### src/hw/icache_cfg_pkg.sv
// instruction cache geometry and the vector types that follow from it
`default_nettype none

package icache_cfg_pkg;

  ////////////////////////////////////////////////////////////////////////////
  // geometry
  ////////////////////////////////////////////////////////////////////////////

  localparam int unsigned ADDR_WIDTH  = 32;
  localparam int unsigned NUM_WAYS    = 4;
  localparam int unsigned NUM_SETS    = 64;
  localparam int unsigned LINE_WIDTH  = 128;
  localparam int unsigned FETCH_WIDTH = 32;

  // byte offset inside one line
  localparam int unsigned OFFSET_WIDTH   = $clog2(LINE_WIDTH / 8);
  localparam int unsigned INDEX_WIDTH    = $clog2(NUM_SETS);
  // whatever is left above index and offset
  localparam int unsigned TAG_WIDTH      = ADDR_WIDTH - INDEX_WIDTH - OFFSET_WIDTH;
  // fetch words per line
  localparam int unsigned WORD_SEL_WIDTH = $clog2(LINE_WIDTH / FETCH_WIDTH);

  ////////////////////////////////////////////////////////////////////////////
  // vector types
  ////////////////////////////////////////////////////////////////////////////

  typedef logic [ADDR_WIDTH-1:0]       paddr_t;
  typedef logic [TAG_WIDTH-1:0]        tag_t;
  typedef logic [INDEX_WIDTH-1:0]      set_idx_t;
  typedef logic [WORD_SEL_WIDTH-1:0]   word_sel_t;
  typedef logic [LINE_WIDTH-1:0]       line_t;
  typedef logic [FETCH_WIDTH-1:0]      fetch_word_t;
  // one bit per way, used both as one-hot select and as write mask
  typedef logic [NUM_WAYS-1:0]         way_oh_t;
  typedef logic [$clog2(NUM_WAYS)-1:0] way_idx_t;

endpackage

`default_nettype wire

### src/hw/icache_victim_select.sv
// refill victim choice: first invalid way, else an LFSR pick once the set is full
`default_nettype none
`timescale 1ns/10ps

module icache_victim_select (
  input  logic                        clk_i,
  input  logic                        rst_ni,
  input  icache_cfg_pkg::way_oh_t     rvld_i,
  input  logic                        cmp_en_i,
  input  logic                        fill_i,
  output icache_cfg_pkg::way_idx_t    victim_way_o,
  output icache_cfg_pkg::way_oh_t     victim_oh_o
);

  logic [7:0]               lfsr_q;
  logic                     lfsr_fb;
  logic                     all_valid;
  icache_cfg_pkg::way_idx_t inv_way;
  icache_cfg_pkg::way_oh_t  victim_oh_q;

  // lowest free way
  always_comb begin
    inv_way = '0;
    for (int w = icache_cfg_pkg::NUM_WAYS - 1; w >= 0; w--) begin
      if (!rvld_i[w]) begin
        inv_way = icache_cfg_pkg::way_idx_t'(w);
      end
    end
  end

  assign all_valid    = &rvld_i;
  assign victim_way_o = all_valid ? icache_cfg_pkg::way_idx_t'(lfsr_q) : inv_way;

  // x^8 + x^6 + x^5 + x^4 + 1
  assign lfsr_fb = lfsr_q[7] ^ lfsr_q[5] ^ lfsr_q[4] ^ lfsr_q[3];

  always_ff @(posedge clk_i or negedge rst_ni) begin
    if (!rst_ni) begin
      // any nonzero seed
      lfsr_q      <= 8'hA5;
      victim_oh_q <= '0;
    end else begin
      // step only when a full set actually got a line replaced
      if (fill_i && all_valid) begin
        lfsr_q <= {lfsr_q[6:0], lfsr_fb};
      end
      // capture during the compare cycle, used by the later fill write
      if (cmp_en_i) begin
        victim_oh_q <= icache_cfg_pkg::way_oh_t'(1) << victim_way_o;
      end
    end
  end

  assign victim_oh_o = victim_oh_q;

endmodule

`default_nettype wire

### config.mk
export PLATFORM = sky130hd
export DESIGN_NAME = icache_victim_select
export DESIGN_NICKNAME = d
export VERILOG_FILES = /design/src/hw/icache_cfg_pkg.sv /design/src/hw/icache_victim_select.sv
export SDC_FILE = /design/constraint.sdc
export NUM_CORES = 1
export LEC_CHECK = 0
export BUFFER_PORTS_ARGS = -buffer_cell sky130_fd_sc_hd__buf_2
export CAP_MARGIN = 30
export CORE_AREA = 5 5 42 44
export CTS_CLUSTER_SIZE = 16
export DETAILED_ROUTE_END_ITERATION = 7
export DIE_AREA = 0 0 47 49
export GPL_TIMING_DRIVEN = 0
export PLACE_DENSITY_LB_ADDON = 0.15
export SLEW_MARGIN = 10
export SYNTH_ARGS = -nofsm -noshare
export SYNTH_HDL_FRONTEND = slang
export SYNTH_SLANG_ARGS = --single-unit
### constraint.sdc
create_clock -name clk_i -period 1.4 [get_ports clk_i]
set_clock_uncertainty 0.2 [all_clocks]
set_input_delay 0.14 -clock clk_i [delete_from_list [all_inputs] [get_ports clk_i]]
set_output_delay 0.14 -clock clk_i [all_outputs]
set_load 0.05 [all_outputs]
==> results.md <==
- Worst endpoint required time: 1060 ps
- Dpl cells: 75
- Clk sinks: 12
- Worst Hold Class: input port to async pin
- Nets: 80
- Most common cell after layout, fill and taps aside: buf_2
- H-tree levels: 1
- DR vias/cell: 4.69
- Critical Path End Type: output pin
- Layout cells sized above 1: 59.2%
- Largest net degree at the start of global routing: 13
- CTS Root Cell: clkbuf_4
- Worst setup SP type: flip-flop
- Routed via count: 408
- Core Region: 0.00140 mm2
- Worst reg-to-reg path cell count: 6
- Fin. Hold Viols: 0
- Vias in the first global route: 341
- Register bit total from synthesis: 12
- Max-cap violation count: 0
- Gr ovfl total: 0
- Port bufs: 13
- First DRT Iteration DRCs: 4
- Unrepaired setup endpoints after global routing: yes
- Die area: approximately 0.0023 mm2
- Relative slew slack: 83.0%
- Synthesized cell area: 548 um2
- Failing checks: negative setup slack
- Crit Path Class: flip-flop to output pin
- Starting Density: 39.1%
- Final cell count without fillers: 87
- Power Density: approximately 1000 mW/mm2
- Setup-failing EPs final: 5
- Worst r2r src: lfsr_q[0]
- Post-synthesis area per instance: 11.9 um2
- Num CTS Buffers: 3
- First-pass DRT Iterations: 4
- Die Y: 49 um
- Final Worst Setup Slack: -281 ps
- CTS tree: built
- Commonest non-fill, non-tap cells in the layout: buf_2 (11), dfrtp_1 (8), mux2_4 (6), buf_4 (6), inv_1 (5)
- Area delta synth->final: 45.4%
- Post-layout minimum cycle time: 1680 ps
- Worst-skew pair later-pin latency: around 270 ps
- Syn Nets: 54
- Cell Rows: 14
- Period utilization: 120%
- Gpl congestion: 0.655
- FMAX: just under 600 MHz
- Cells after Synth: 46
- Worst Hold Slack: 91.4 ps
- Post-route ant nets: 0
- Die width: 47 um
- R2R setup slack: -60 ps
- Crit. Startpoint: lfsr_q[0]
- Yosys Warn Count: 0
- Initial antenna violation count: 0
- Final HPWL DP: 668 um
- First-pass GRT wire length: around 1600 um
- Clock Tree Buf Depth: 2
- Clock slew at reported path FFs: around 80 ps
- Leak: 0.385 nW
- Status: finished with violations
- Critical path fanouts, max: 2
- DRC violations left: 0
- Slew @ Worst Pin: between 200 and 300 ps
- Synth cell types: 14
- Diodes inserted: 0
- Ports: 14
- Reg-to-reg endpoint: victim_oh_o[1]
- Total GRT Usage: 10.4%
- Post-synthesis sequential area ratio: 55.7%
- Worst EP arrival: about 1300 ps
- Wire per inst: 13.0 um
- Max-slew violation count: 0
- Routed wire length: 1130 um
- Peak supply drop: 0.571 mV
-- report_power, final --
| part | internal [mW] | switching [mW] | leakage [nW] |
|---|---|---|---|
| registers | 0.361 | 0.00735 | 0.149 |
| logic | 0.0601 | 0.0942 | 0.215 |
| clock network | 0.158 | 0.113 | 0.0210 |
| total | 0.579 | 0.215 | 0.385 |
-- sequential cells by signal, summed over array words and instances (netlist names) --
register,flops
victim_oh_o,4
lfsr_q,8
-- how the worst max path moves through the flow --
stage / to / slack (ps) / cells past startpoint
CTS: victim_way_o[0] / -290 / 5
floorplan: victim_oh_o[0] / -20 / 5
global route: victim_way_o[0] / -340 / 5
detailed placement: victim_way_o[0] / -140 / 5
global placement: victim_way_o[0] / -130 / 5
finish: victim_way_o[0] / -280 / 5
-- cell type report --
cell class	count	area, um2
Sequential cell	12	305
Fill cell	124	604
Clock buffer	4	36.3
Timing Repair Buffer	21	146
Buffer	1	11.3
Multi-Input combinational cell	26	248
Inverter	7	30.0
Tap cell	16	20.0
-- repair_timing --
item | CTS | global route
hold endpoints to repair | 16 | 0
resized for setup | 6 | 5
pin swaps | 3 | 4
buffers inserted | 4 | 2
endpoints found under the setup margin | 2 | 6
hold buffers | 2 | 0
-- worst max-delay path, stage by stage (launching register included) --
cell and delay (ps):
dfstp_2 540, nor2b_1 50, o21ai_1 150, nand2_2 100
clkinvlp_4 90, buf_8 140
-- cells by family (layout without fill, tap and decap cells) --
group / count (synthesis) / after routing / share of synthesized area [%]
flops: 12 / 12 / 55.7
simple gates: 9 / 9 / 7.76
mux: 6 / 6 / 16.4
xor+xnor: 3 / 3 / 4.80
buf+inv: 8 / 33 / 6.85
compound gates: 8 / 8 / 8.45
-- layer usage --
layer	global-route usage [%]	part of all wire, %	up-vias
met5	0	0	-
met2	14.0	48	17
met1	13.2	42	186
met4	6.91	2.9	0
li1	-	-	201
met3	4.43	6.2	4
-- metrics by stage --
| stage | utilization, % | setup WS, ps | power [mW] | TNS (ps) | instance area, um2 |
|---|---|---|---|---|---|
| after floorplan | - | -15.1 | 0.456 | -30.2 | 567 |
| after global placement | 46.5 | -134 | 0.494 | -134 | 652 |
| after detailed placement | 46.5 | -140 | 0.494 | -140 | 652 |
| after CTS | 54.0 | -290 | 0.796 | -291 | 757 |
| after global routing | 56.9 | -344 | 0.835 | -751 | 797 |
| final | 56.9 | -281 | 0.794 | -438 | 797 |
-- Yosys cell counts --
cell,n,share of area (%)
buf_6,1,2.1
or2_1,1,1.1
nand2b_1,1,1.1
xnor2_1,3,4.8
dfrtp_1,8,37
o21ai_0,3,2.7
nand3_1,1,0.91
inv_1,7,4.8
nand2_1,5,3.4
dfstp_2,4,19
a31oi_1,1,1.1
o22ai_1,4,4.6
nor2b_1,1,1.1
mux2_4,6,16
Power figures use the tool's default switching activity.
