--- config.mk ---
export PLATFORM = sky130hd
export DESIGN_NAME = icache_hit_select
export DESIGN_NICKNAME = d
export VERILOG_FILES = /design/src/hw/icache_cfg_pkg.sv /design/src/hw/icache_hit_select.sv
export SDC_FILE = /design/constraint.sdc
export NUM_CORES = 1
export LEC_CHECK = 0
export ABC_AREA = 1
export BUFFER_PORTS_ARGS = -buffer_cell sky130_fd_sc_hd__buf_2
export CAP_MARGIN = 10
export CORE_AREA = 3 3 302 304
export DETAILED_ROUTE_END_ITERATION = 10
export DIE_AREA = 0 0 305 307
export GPL_ROUTABILITY_DRIVEN = 0
export MAX_ROUTING_LAYER = met4
export PLACE_DENSITY = 0.36
export SYNTH_ARGS = -nofsm -noshare
export SYNTH_HDL_FRONTEND = slang
export SYNTH_SLANG_ARGS = --single-unit
--- constraint.sdc ---
create_clock -name vclk -period 4.6
set_input_delay 1.38 -clock vclk [all_inputs]
set_output_delay 1.38 -clock vclk [all_outputs]
set_load 0.01 [all_outputs]
--- src/hw/icache_cfg_pkg.sv ---
// instruction cache geometry and the vector types that follow from it
`default_nettype none

package icache_cfg_pkg;

  ////////////////////////////////////////////////////////////////////////////
  // geometry
  ////////////////////////////////////////////////////////////////////////////

  localparam int unsigned ADDR_WIDTH  = 32;
  localparam int unsigned NUM_WAYS    = 4;
  localparam int unsigned NUM_SETS    = 64;
  localparam int unsigned LINE_WIDTH  = 128;
  localparam int unsigned FETCH_WIDTH = 32;

  // byte offset inside one line
  localparam int unsigned OFFSET_WIDTH   = $clog2(LINE_WIDTH / 8);
  localparam int unsigned INDEX_WIDTH    = $clog2(NUM_SETS);
  // whatever is left above index and offset
  localparam int unsigned TAG_WIDTH      = ADDR_WIDTH - INDEX_WIDTH - OFFSET_WIDTH;
  // fetch words per line
  localparam int unsigned WORD_SEL_WIDTH = $clog2(LINE_WIDTH / FETCH_WIDTH);

  ////////////////////////////////////////////////////////////////////////////
  // vector types
  ////////////////////////////////////////////////////////////////////////////

  typedef logic [ADDR_WIDTH-1:0]       paddr_t;
  typedef logic [TAG_WIDTH-1:0]        tag_t;
  typedef logic [INDEX_WIDTH-1:0]      set_idx_t;
  typedef logic [WORD_SEL_WIDTH-1:0]   word_sel_t;
  typedef logic [LINE_WIDTH-1:0]       line_t;
  typedef logic [FETCH_WIDTH-1:0]      fetch_word_t;
  // one bit per way, used both as one-hot select and as write mask
  typedef logic [NUM_WAYS-1:0]         way_oh_t;
  typedef logic [$clog2(NUM_WAYS)-1:0] way_idx_t;

endpackage

`default_nettype wire

--- src/hw/icache_hit_select.sv ---
// tag compare with lowest-way priority and fetch word select from cache or fill line
`default_nettype none
`timescale 1ns/10ps

module icache_hit_select (
  input  logic                        cmp_en_i,
  input  icache_cfg_pkg::tag_t        tag_i,
  input  icache_cfg_pkg::tag_t        rtag_i  [icache_cfg_pkg::NUM_WAYS],
  input  icache_cfg_pkg::way_oh_t     rvld_i,
  input  icache_cfg_pkg::line_t       rline_i [icache_cfg_pkg::NUM_WAYS],
  input  icache_cfg_pkg::line_t       fill_line_i,
  input  icache_cfg_pkg::word_sel_t   word_sel_i,
  output logic                        hit_o,
  output icache_cfg_pkg::fetch_word_t word_o
);

  icache_cfg_pkg::way_oh_t  hit_way;
  icache_cfg_pkg::way_idx_t hit_idx;
  icache_cfg_pkg::line_t    src_line;

  // per-way match
  for (genvar w = 0; w < icache_cfg_pkg::NUM_WAYS; w++) begin : gen_cmp
    assign hit_way[w] = rvld_i[w] & (rtag_i[w] == tag_i);
  end

  // walk down so the lowest hitting way wins
  always_comb begin
    hit_idx = '0;
    for (int w = icache_cfg_pkg::NUM_WAYS - 1; w >= 0; w--) begin
      if (hit_way[w]) begin
        hit_idx = icache_cfg_pkg::way_idx_t'(w);
      end
    end
  end

  assign hit_o = cmp_en_i & (|hit_way);

  // no compare means the word comes from the return port,
  // noncacheable words already sit at their own position
  assign src_line = cmp_en_i ? rline_i[hit_idx] : fill_line_i;
  assign word_o   = src_line[word_sel_i * icache_cfg_pkg::FETCH_WIDTH +:
                             icache_cfg_pkg::FETCH_WIDTH];

endmodule

`default_nettype wire

==> results of run 1 <==
==> power breakdown <==
part           switching, mW  internal (mW)
clock network              0    0.000000409
logic                  0.862          0.756
registers                  0              0
==> cell families (layout without fill, tap and decap cells) <==
| kind of cell | Yosys count | count (layout) | synth area share, % |
|---|---|---|---|
| compound gates | 21 | 21 | 1.072 |
| xor+xnor | 23 | 23 | 1.855 |
| buf+inv | 669 | 1708 | 25.14 |
| other cells | 0 | 14 | 0 |
| simple gates | 1753 | 1753 | 71.94 |
==> what timing repair did <==
action / in CTS / in global routing
pin swaps: 134 / 135
gates cloned: 26 / 13
setup buffers: 71 / 25
resized for setup: 441 / 277
endpoints found under the setup margin: 33 / 33
==> worst min-delay path by stage <==
stage                     end  slack [ns]  depth (start not counted)
CTS                 word_o[0]        3.27                          8
global placement    word_o[3]        3.27                          8
finish              word_o[0]        3.24                          8
floorplan           word_o[0]        3.03                          3
global route        word_o[0]        3.32                          8
detailed placement  word_o[0]        3.27                          8
==> cell type report <==
cell class / count / area, µm²
fill: 10350 / 65620
antenna: 14 / 35.03
multi-input combinational: 1797 / 10030
inverter: 504 / 1942
timing repair buffer: 1204 / 9434
tap: 1165 / 1458
==> layer usage <==
layer / share of wire, % / wire (µm) / up-vias
li1: - / - / 9649
met1: 44 / 44480 / 9181
met2: 47 / 48080 / 873
met3: 6.6 / 6690 / 109
met4: 2.2 / 2188 / 0
met5: 0 / 0 / -
==> placed cells by master (no fill, tap or decap), types with 3 or more instances in the layout <==
master and n:
buf_8 13, nand4_1 26, nand2_1 505, buf_2 735
xnor2_1 4, bufbuf_16 5, xor2_2 5, inv_6 4
xnor2_2 6, nand2_2 156, buf_4 246, clkbuf_16 12
nand2_8 3, inv_2 9, diode_2 14, nand3_4 14
nor4_1 12, o21ai_1 4, nand2_4 63, o21ai_0 11
nand3_1 412, inv_4 9, buf_6 94, buf_12 71
nor3_2 5, buf_16 28, nor2_2 13, xor2_1 6
nor2_1 304, nand3_2 127, nand3b_1 100, inv_1 481
==> through the flow <==
step | setup TNS, ns | area (µm²)
floorplan | 0 | 10860
global placement | -31.96 | 18360
detailed placement | -30.87 | 18360
CTS | -21.84 | 21320
global route | -25.16 | 22900
finish | -20.94 | 22900
==> tightest hold or removal path, delay by kind of cell <==
kind                   cells  cell delay (ns)
and+or+nand+nor            6             0.31
buffers and inverters      2             0.18
==> reports/results.txt, run 1 <==
The run finished, with violations left. The checks that failed: negative setup slack. The core occupancy in the finished layout was 25.87%; the power per standard cell area was 70.68 nW/µm². After technology mapping, the gate count stands at 2,466. Global routing consumed, on the met3 layer, 3.147% of the routing resources. The library cell with the largest summed area after synthesis is nand3_1. For this run, global-route usage on met1 was measured as 25.78%.

The worst setup path is of the in2out kind. The die covers 93,640 µm². The most critical setup path has its endpoint at hit_o.

Total of hold buffers inserted after clock tree synthesis: 0. The count of buffers added on input and output ports is 790. DRC violations left: 0. The routing layer with the top usage in global route is met2. The fraction of final layout cells with drive strength greater than 1 was 46.45%. At the placement stage, the worst setup path has a slack of -1.128 ns. After synthesis, the cell types taking the most area are nand3_1, nand2_1, inv_1. Critical path's largest stage delay: 0.19 ns. In this run the number of cells on the critical path is 22. The total number of yosys warnings was 0. The final critical path takes up 115.1% of the cycle. The dominant cell by count in the synthesized netlist was nand2_1. Worst path arrival time: 3.91 ns. The tools report the global route total overflow as 0. The post-layout instance count excluding filler cells was 4,684; the vias per cell was 4.230. The tools report the number of antenna violations at the first check in global routing as 18. In the final routed layout, each cell accounts on average for 21.66 µm. For this run, the total global-route usage over all layers was measured as 20.38%. Mean area per synthesized cell: 4.403 µm². The wire length of the first global-routing pass was 136,500 µm.

The number of pins with negative max-slew slack in the final report is 0, and the maximum VDD drop is 0.00005382 V. The tightest hold margin is 3.244 ns, and the number of global-route vias before repair is 19,740. Grouping stages by cell kind, the critical path spends the most delay in buffers and inverters. The run gives 3.22 ns as the required time reported for the critical path endpoint. The clock period minus worst slack works out to 5.293 ns. Setup repair after global routing could not meet its margin everywhere. After the first detailed-routing iteration, the DRC count stood at 1,587. The sequential cell count is 0, and the buffers plus inverters on the worst setup path is 17.

Most repeated library cell on the critical path: buf_4. Static timing analysis puts the maximum clock frequency at 188.9 MHz. The global-route met2 utilization was 34.72%.

After layout, the design draws a total of 1.618 mW. The x dimension of the die was 305 µm; the sequential share of the synthesized area was 0%. The transition at the pin with the smallest max-transition slack was 0.6206 ns.

Setup violations remaining at the end of the flow were counted as 33. The hold violation total from the final report was 0. The mapped netlist covers 10,860 µm².

During I/O placement, the number of pins put on the boundary was 790. The number of nets in the synthesized netlist is 3,223. From synthesis to final layout, the design area changed by 110.9%. The clock buffers instantiated in the layout total 0. The largest fanout of any net on the critical path was 5. The signal on the critical path passes through buf_12, buf_12, inv_6, nand2_4, buf_4, buf_6, buf_6, buf_4, buf_4, buf_4, buf_4, buf_4, buf_4, buf_4, buf_4, buf_6, buf_6, nand4_1, nor3_2, nand4_1, a41oi_2, buf_4. STA classifies the critical path endpoint as an output port.

The count of nets left with antenna violations once routing finished came out at 0. The slowest stage of the critical path belongs to the cell buf_4. Synthesis instantiated 32 different standard cells from the library. Initial core utilization: 12.27%. Ranked by instance count, the synthesized netlist is headed by nand2_1, nand3_1, inv_1. The total wire length after detailed routing was 101,400 µm; the die extent in y was 307 µm. Summed over its instances, the top area cell type makes up 25.45% of the synthesized netlist area. The startpoint identified for the worst hold timing path is fill_line_i[32].

The path class of the tightest hold or removal check is in2out. The HPWL after detailed placement is 79,810 µm, and the register cell area after layout is 0 µm². The floorplan core area is 88,510 µm². The tools report the leakage dissipation as 13.26 nW. The launch point of the worst path is tag_i[0].

The type of origin of the critical path was an input port. In this run the tightest slew margin relative to its limit is 58.63%. The number of placed instances, taps included, is 4,549.

The net count reported at finish was 4,264. Row generation in the floorplan step produced 109 rows. For the worst setup margin, the log shows -0.6928 ns. For this run, the detailed router's first-pass iteration total came to 7. The number of violations of the max-capacitance limit is 0. Total vias in the final route: 19,810. Entering global routing, the biggest net connects 57 pins.
Note: power is estimated with default switching activity, not from simulation.
==> run 2: changes to the inputs <==
ABC_AREA = 0   (was 1)
CAP_MARGIN = default   (was 10)
CORE_AREA = 3 3 303 305   (was 3 3 302 304)
DIE_AREA = 0 0 306 308   (was 0 0 305 307)
PLACE_DENSITY = 0.32   (was 0.36)
==> run 2 against run 1 <==
The run still ends with negative setup slack left. Flip-flop and latch count is the same. Sequential share of layout area stayed put. Synthesized cell count fell by 58%. Area after synthesis decreased by 31%. Non-clock buffer count decreased by 124. Hold slack lost 0.029 ns. Utilization is 6.4 points lower. Cell area down 24%. Die area grew 0.65%. Total power shrank 20%. Setup slack got worse by 0.39 ns. Wire length is 19% lower. Critical path type unchanged. Critical endpoint is now word_o[20]. Largest cell class unchanged.
==> reports/results.txt, run 2 <==
The detailed router placed 13,470 vias in this run. Power comes to 1.300 mW. Leaving out fill and tap cells, the most frequent cell in the layout is buf_2. In this run the vertical extent of the chip is 308 µm. On the worst path, the slowest cell contributes a delay of 0.45 ns. The arithmetic-cell share of the synthesized area counting full adders, half adders and majority gates came out at 0%. The critical path contains buffers and inverters numbering 6 combined. For the pin with the worst max-slew slack, the measured transition is 0.4399 ns. In this run the power density over the cells is 74.43 nW/µm². The Yosys step of the flow raised 0 warnings. After legalization and detailed placement, the total HPWL measured 68,780 µm.

The fraction of synthesized area in multiplexers is 24.77%. Library cell with the largest summed area after synthesis: mux2i_1. Of the synthesized area, sequential elements account for 0%. The global route total overflow was 0. The synthesized netlist devotes 43.39% of its cell area to compound gates. The largest fanout of any net on the critical path is 6, and the synthesis-to-finish area growth is 132.7%. The number of global-route vias before repair is 13,990. Pin placement for this block handled 790 I/O pins.

The endpoint type of the worst setup path was an output port. After floorplanning, the core was sized to cover 89,600 µm². For the relative slew slack, the log shows 70.67%.

The tools report the worst setup margin as -1.078 ns. In the routed layout, each cell is associated on average with a via count of 4.227. Leaving out fill and tap cells, the most frequent cells in the layout are buf_2, buf_4, mux2i_1, a21oi_1, buf_12.

After detailed routing, the average wire length per cell comes to 25.77 µm. Setup violations remaining at the end of the flow were counted as 32. The tools report the net count reported at finish as 2,755. Synthesis handed over a netlist of 1,025 instances. The logs give 24 for the number of antenna violations at the first check in global routing and 19.49% for the core occupancy in the finished layout.

The clock period minus worst slack is 5.678 ns. The path class of the tightest hold or removal check is in2out. The initial core utilization was 8.377%; the hold violation total from the final report was 0. Port buffering added 790 buffers. Share of the synthesized area in the top cell type: 15.47%. The fraction of final layout cells with drive strength greater than 1 is 69.19%.

Number of nets with antenna violations after detailed routing: 0. The tightest hold margin was 3.215 ns; the worst path arrival time was 4.30 ns. The final critical path takes up 123.4% of the cycle.

The required time reported for the critical path endpoint was 3.22 ns; the critical path depth was 14. The area share of and/or/nand/nor cells after synthesis came out at 14.17%. The run gives 82,130 µm as the total wire length after detailed routing. The combinational family with the most area after synthesis is compound AO/OA/AOI/OAI gates. Averaged over all synthesized cells, the footprint is 7.323 µm². The run gives 5613 µm as the met3 wirelength from detailed routing.

The x dimension of the die was 306 µm. Among all cell types in the netlist, the one instantiated most often is mux2i_1. On the critical path, the stage with the largest delay is an instance of o311a_4. The number of violations reported at the end of detailed-routing iteration 0 came out at 930. The tools report the type of origin of the critical path as an input port. Wire segments on met2 add up to 38,940 µm in the final route. Counting instances in the post-synthesis netlist gives the leading cell types as mux2i_1, a21oi_1, o21ai_0.

The number of stages on the worst hold path was 4. Number of pins with negative max-slew slack in the final report: 0. After Yosys synthesis, XOR and XNOR cells account for 10.62% of the synthesized area.

The cell family contributing the most delay on the critical path is compound AO/OA/AOI/OAI gates. Signal routing reaches up to met4. The design has 0 sequential cells. Yosys mapped the design onto 59 distinct sky130hd cell types. Ranked by total cell area, the synthesized netlist is headed by mux2i_1, mux2_2, xnor2_1. The mapped netlist covers 7506 µm². The tool flagged a number of max-cap violations equal to 0. Walking the worst path, the cells encountered are buf_12, xor2_4, nor4b_4, nand4_1, o311a_4, o21ai_4, buf_6, buf_12, clkbuf_16, buf_6, mux2i_1, a221o_1, a32oi_2, buf_2. The sequential cells in the finished layout cover a total of 0 µm². The floorplan has 110 rows.

The DRC violations left was 0. Entering global routing, the biggest net connects 50 pins. The first global-routing pass estimated 106,300 µm of wire. Timing would allow up to 176.1 MHz.

The die covers 94,250 µm². The checks that failed: negative setup slack. Synthesis produced a netlist with a net count of 1,782. The run gives 0.00004594 V as the maximum VDD drop. For this run, the total global-route usage over all layers was measured as 16.09%. For this block, wires on met1 add up to 35,470 µm. The run gives -31.86 ns as the summed negative setup slack over all endpoints. The clock buffer instance count of the final layout was 0; the number of search-and-repair iterations in the first detailed-routing pass was 5. The analysis attributes to cell leakage a power of 7.573 nW. The run finished, with violations left. By startpoint and endpoint, the worst setup path is classified as in2out. Setup repair after global routing could not meet its margin everywhere.
## run 2: final timing paths
path          to             start  slack [ns]
max   word_o[20]         tag_i[18]       -1.08
min   word_o[16]  fill_line_i[112]        3.21
## run 2: tightest hold or removal path: cells and delay by family
family          cells  cell delay [ns]
compound gates      1             0.11
simple gates        1             0.12
buf+inv             2             0.24
## run 2: kinds of logic (layout without fill, tap and decap cells)
kind of cell	count (synthesis)	in the layout
compound gates	452	452
simple gates	191	191
mux	178	178
buf+inv	113	1084
xor+xnor	91	91
other cells	0	15
## run 2: through the flow
stage / worst slack, ns / cell area, µm² / instances
after global placement: -1.486 / 15010 / 3105
after global routing: -1.183 / 17450 / 3182
after CTS: -1.038 / 16310 / 3136
final: -1.078 / 17470 / 3187
after floorplan: -0.4393 / 8048 / 1025
after detailed placement: -1.412 / 15010 / 3105
## run 2: layer usage
metal,GRT usage (%),vias to the layer above
met2,27.00,761
met3,2.005,99
met1,20.88,6538
li1,-,6074
met5,-,-
met4,2.938,0
## run 2: repair_timing
item,4_1_cts,5_1_grt
pin swaps,60,62
hold buffers,0,0
cloned,2,7
buffers inserted,34,33
gates resized for setup,195,140
hold endpoints to repair,0,0
setup endpoints to repair,33,33
## run 2: layout make-up
class | count | area, µm²
fillers | 10140 | 72130
multi-input cells | 912 | 8701
repair buffers | 1080 | 7241
well taps | 1176 | 1471
diodes | 15 | 37.54
inverters | 4 | 15.01
## run 2: report_power, final
part	switching, mW	total (mW)	internal [mW]
sequential	0	0	0
clock	0	0.000000409	0.000000409
combinational	0.649	1.30	0.651
total	0.649	1.30	0.651
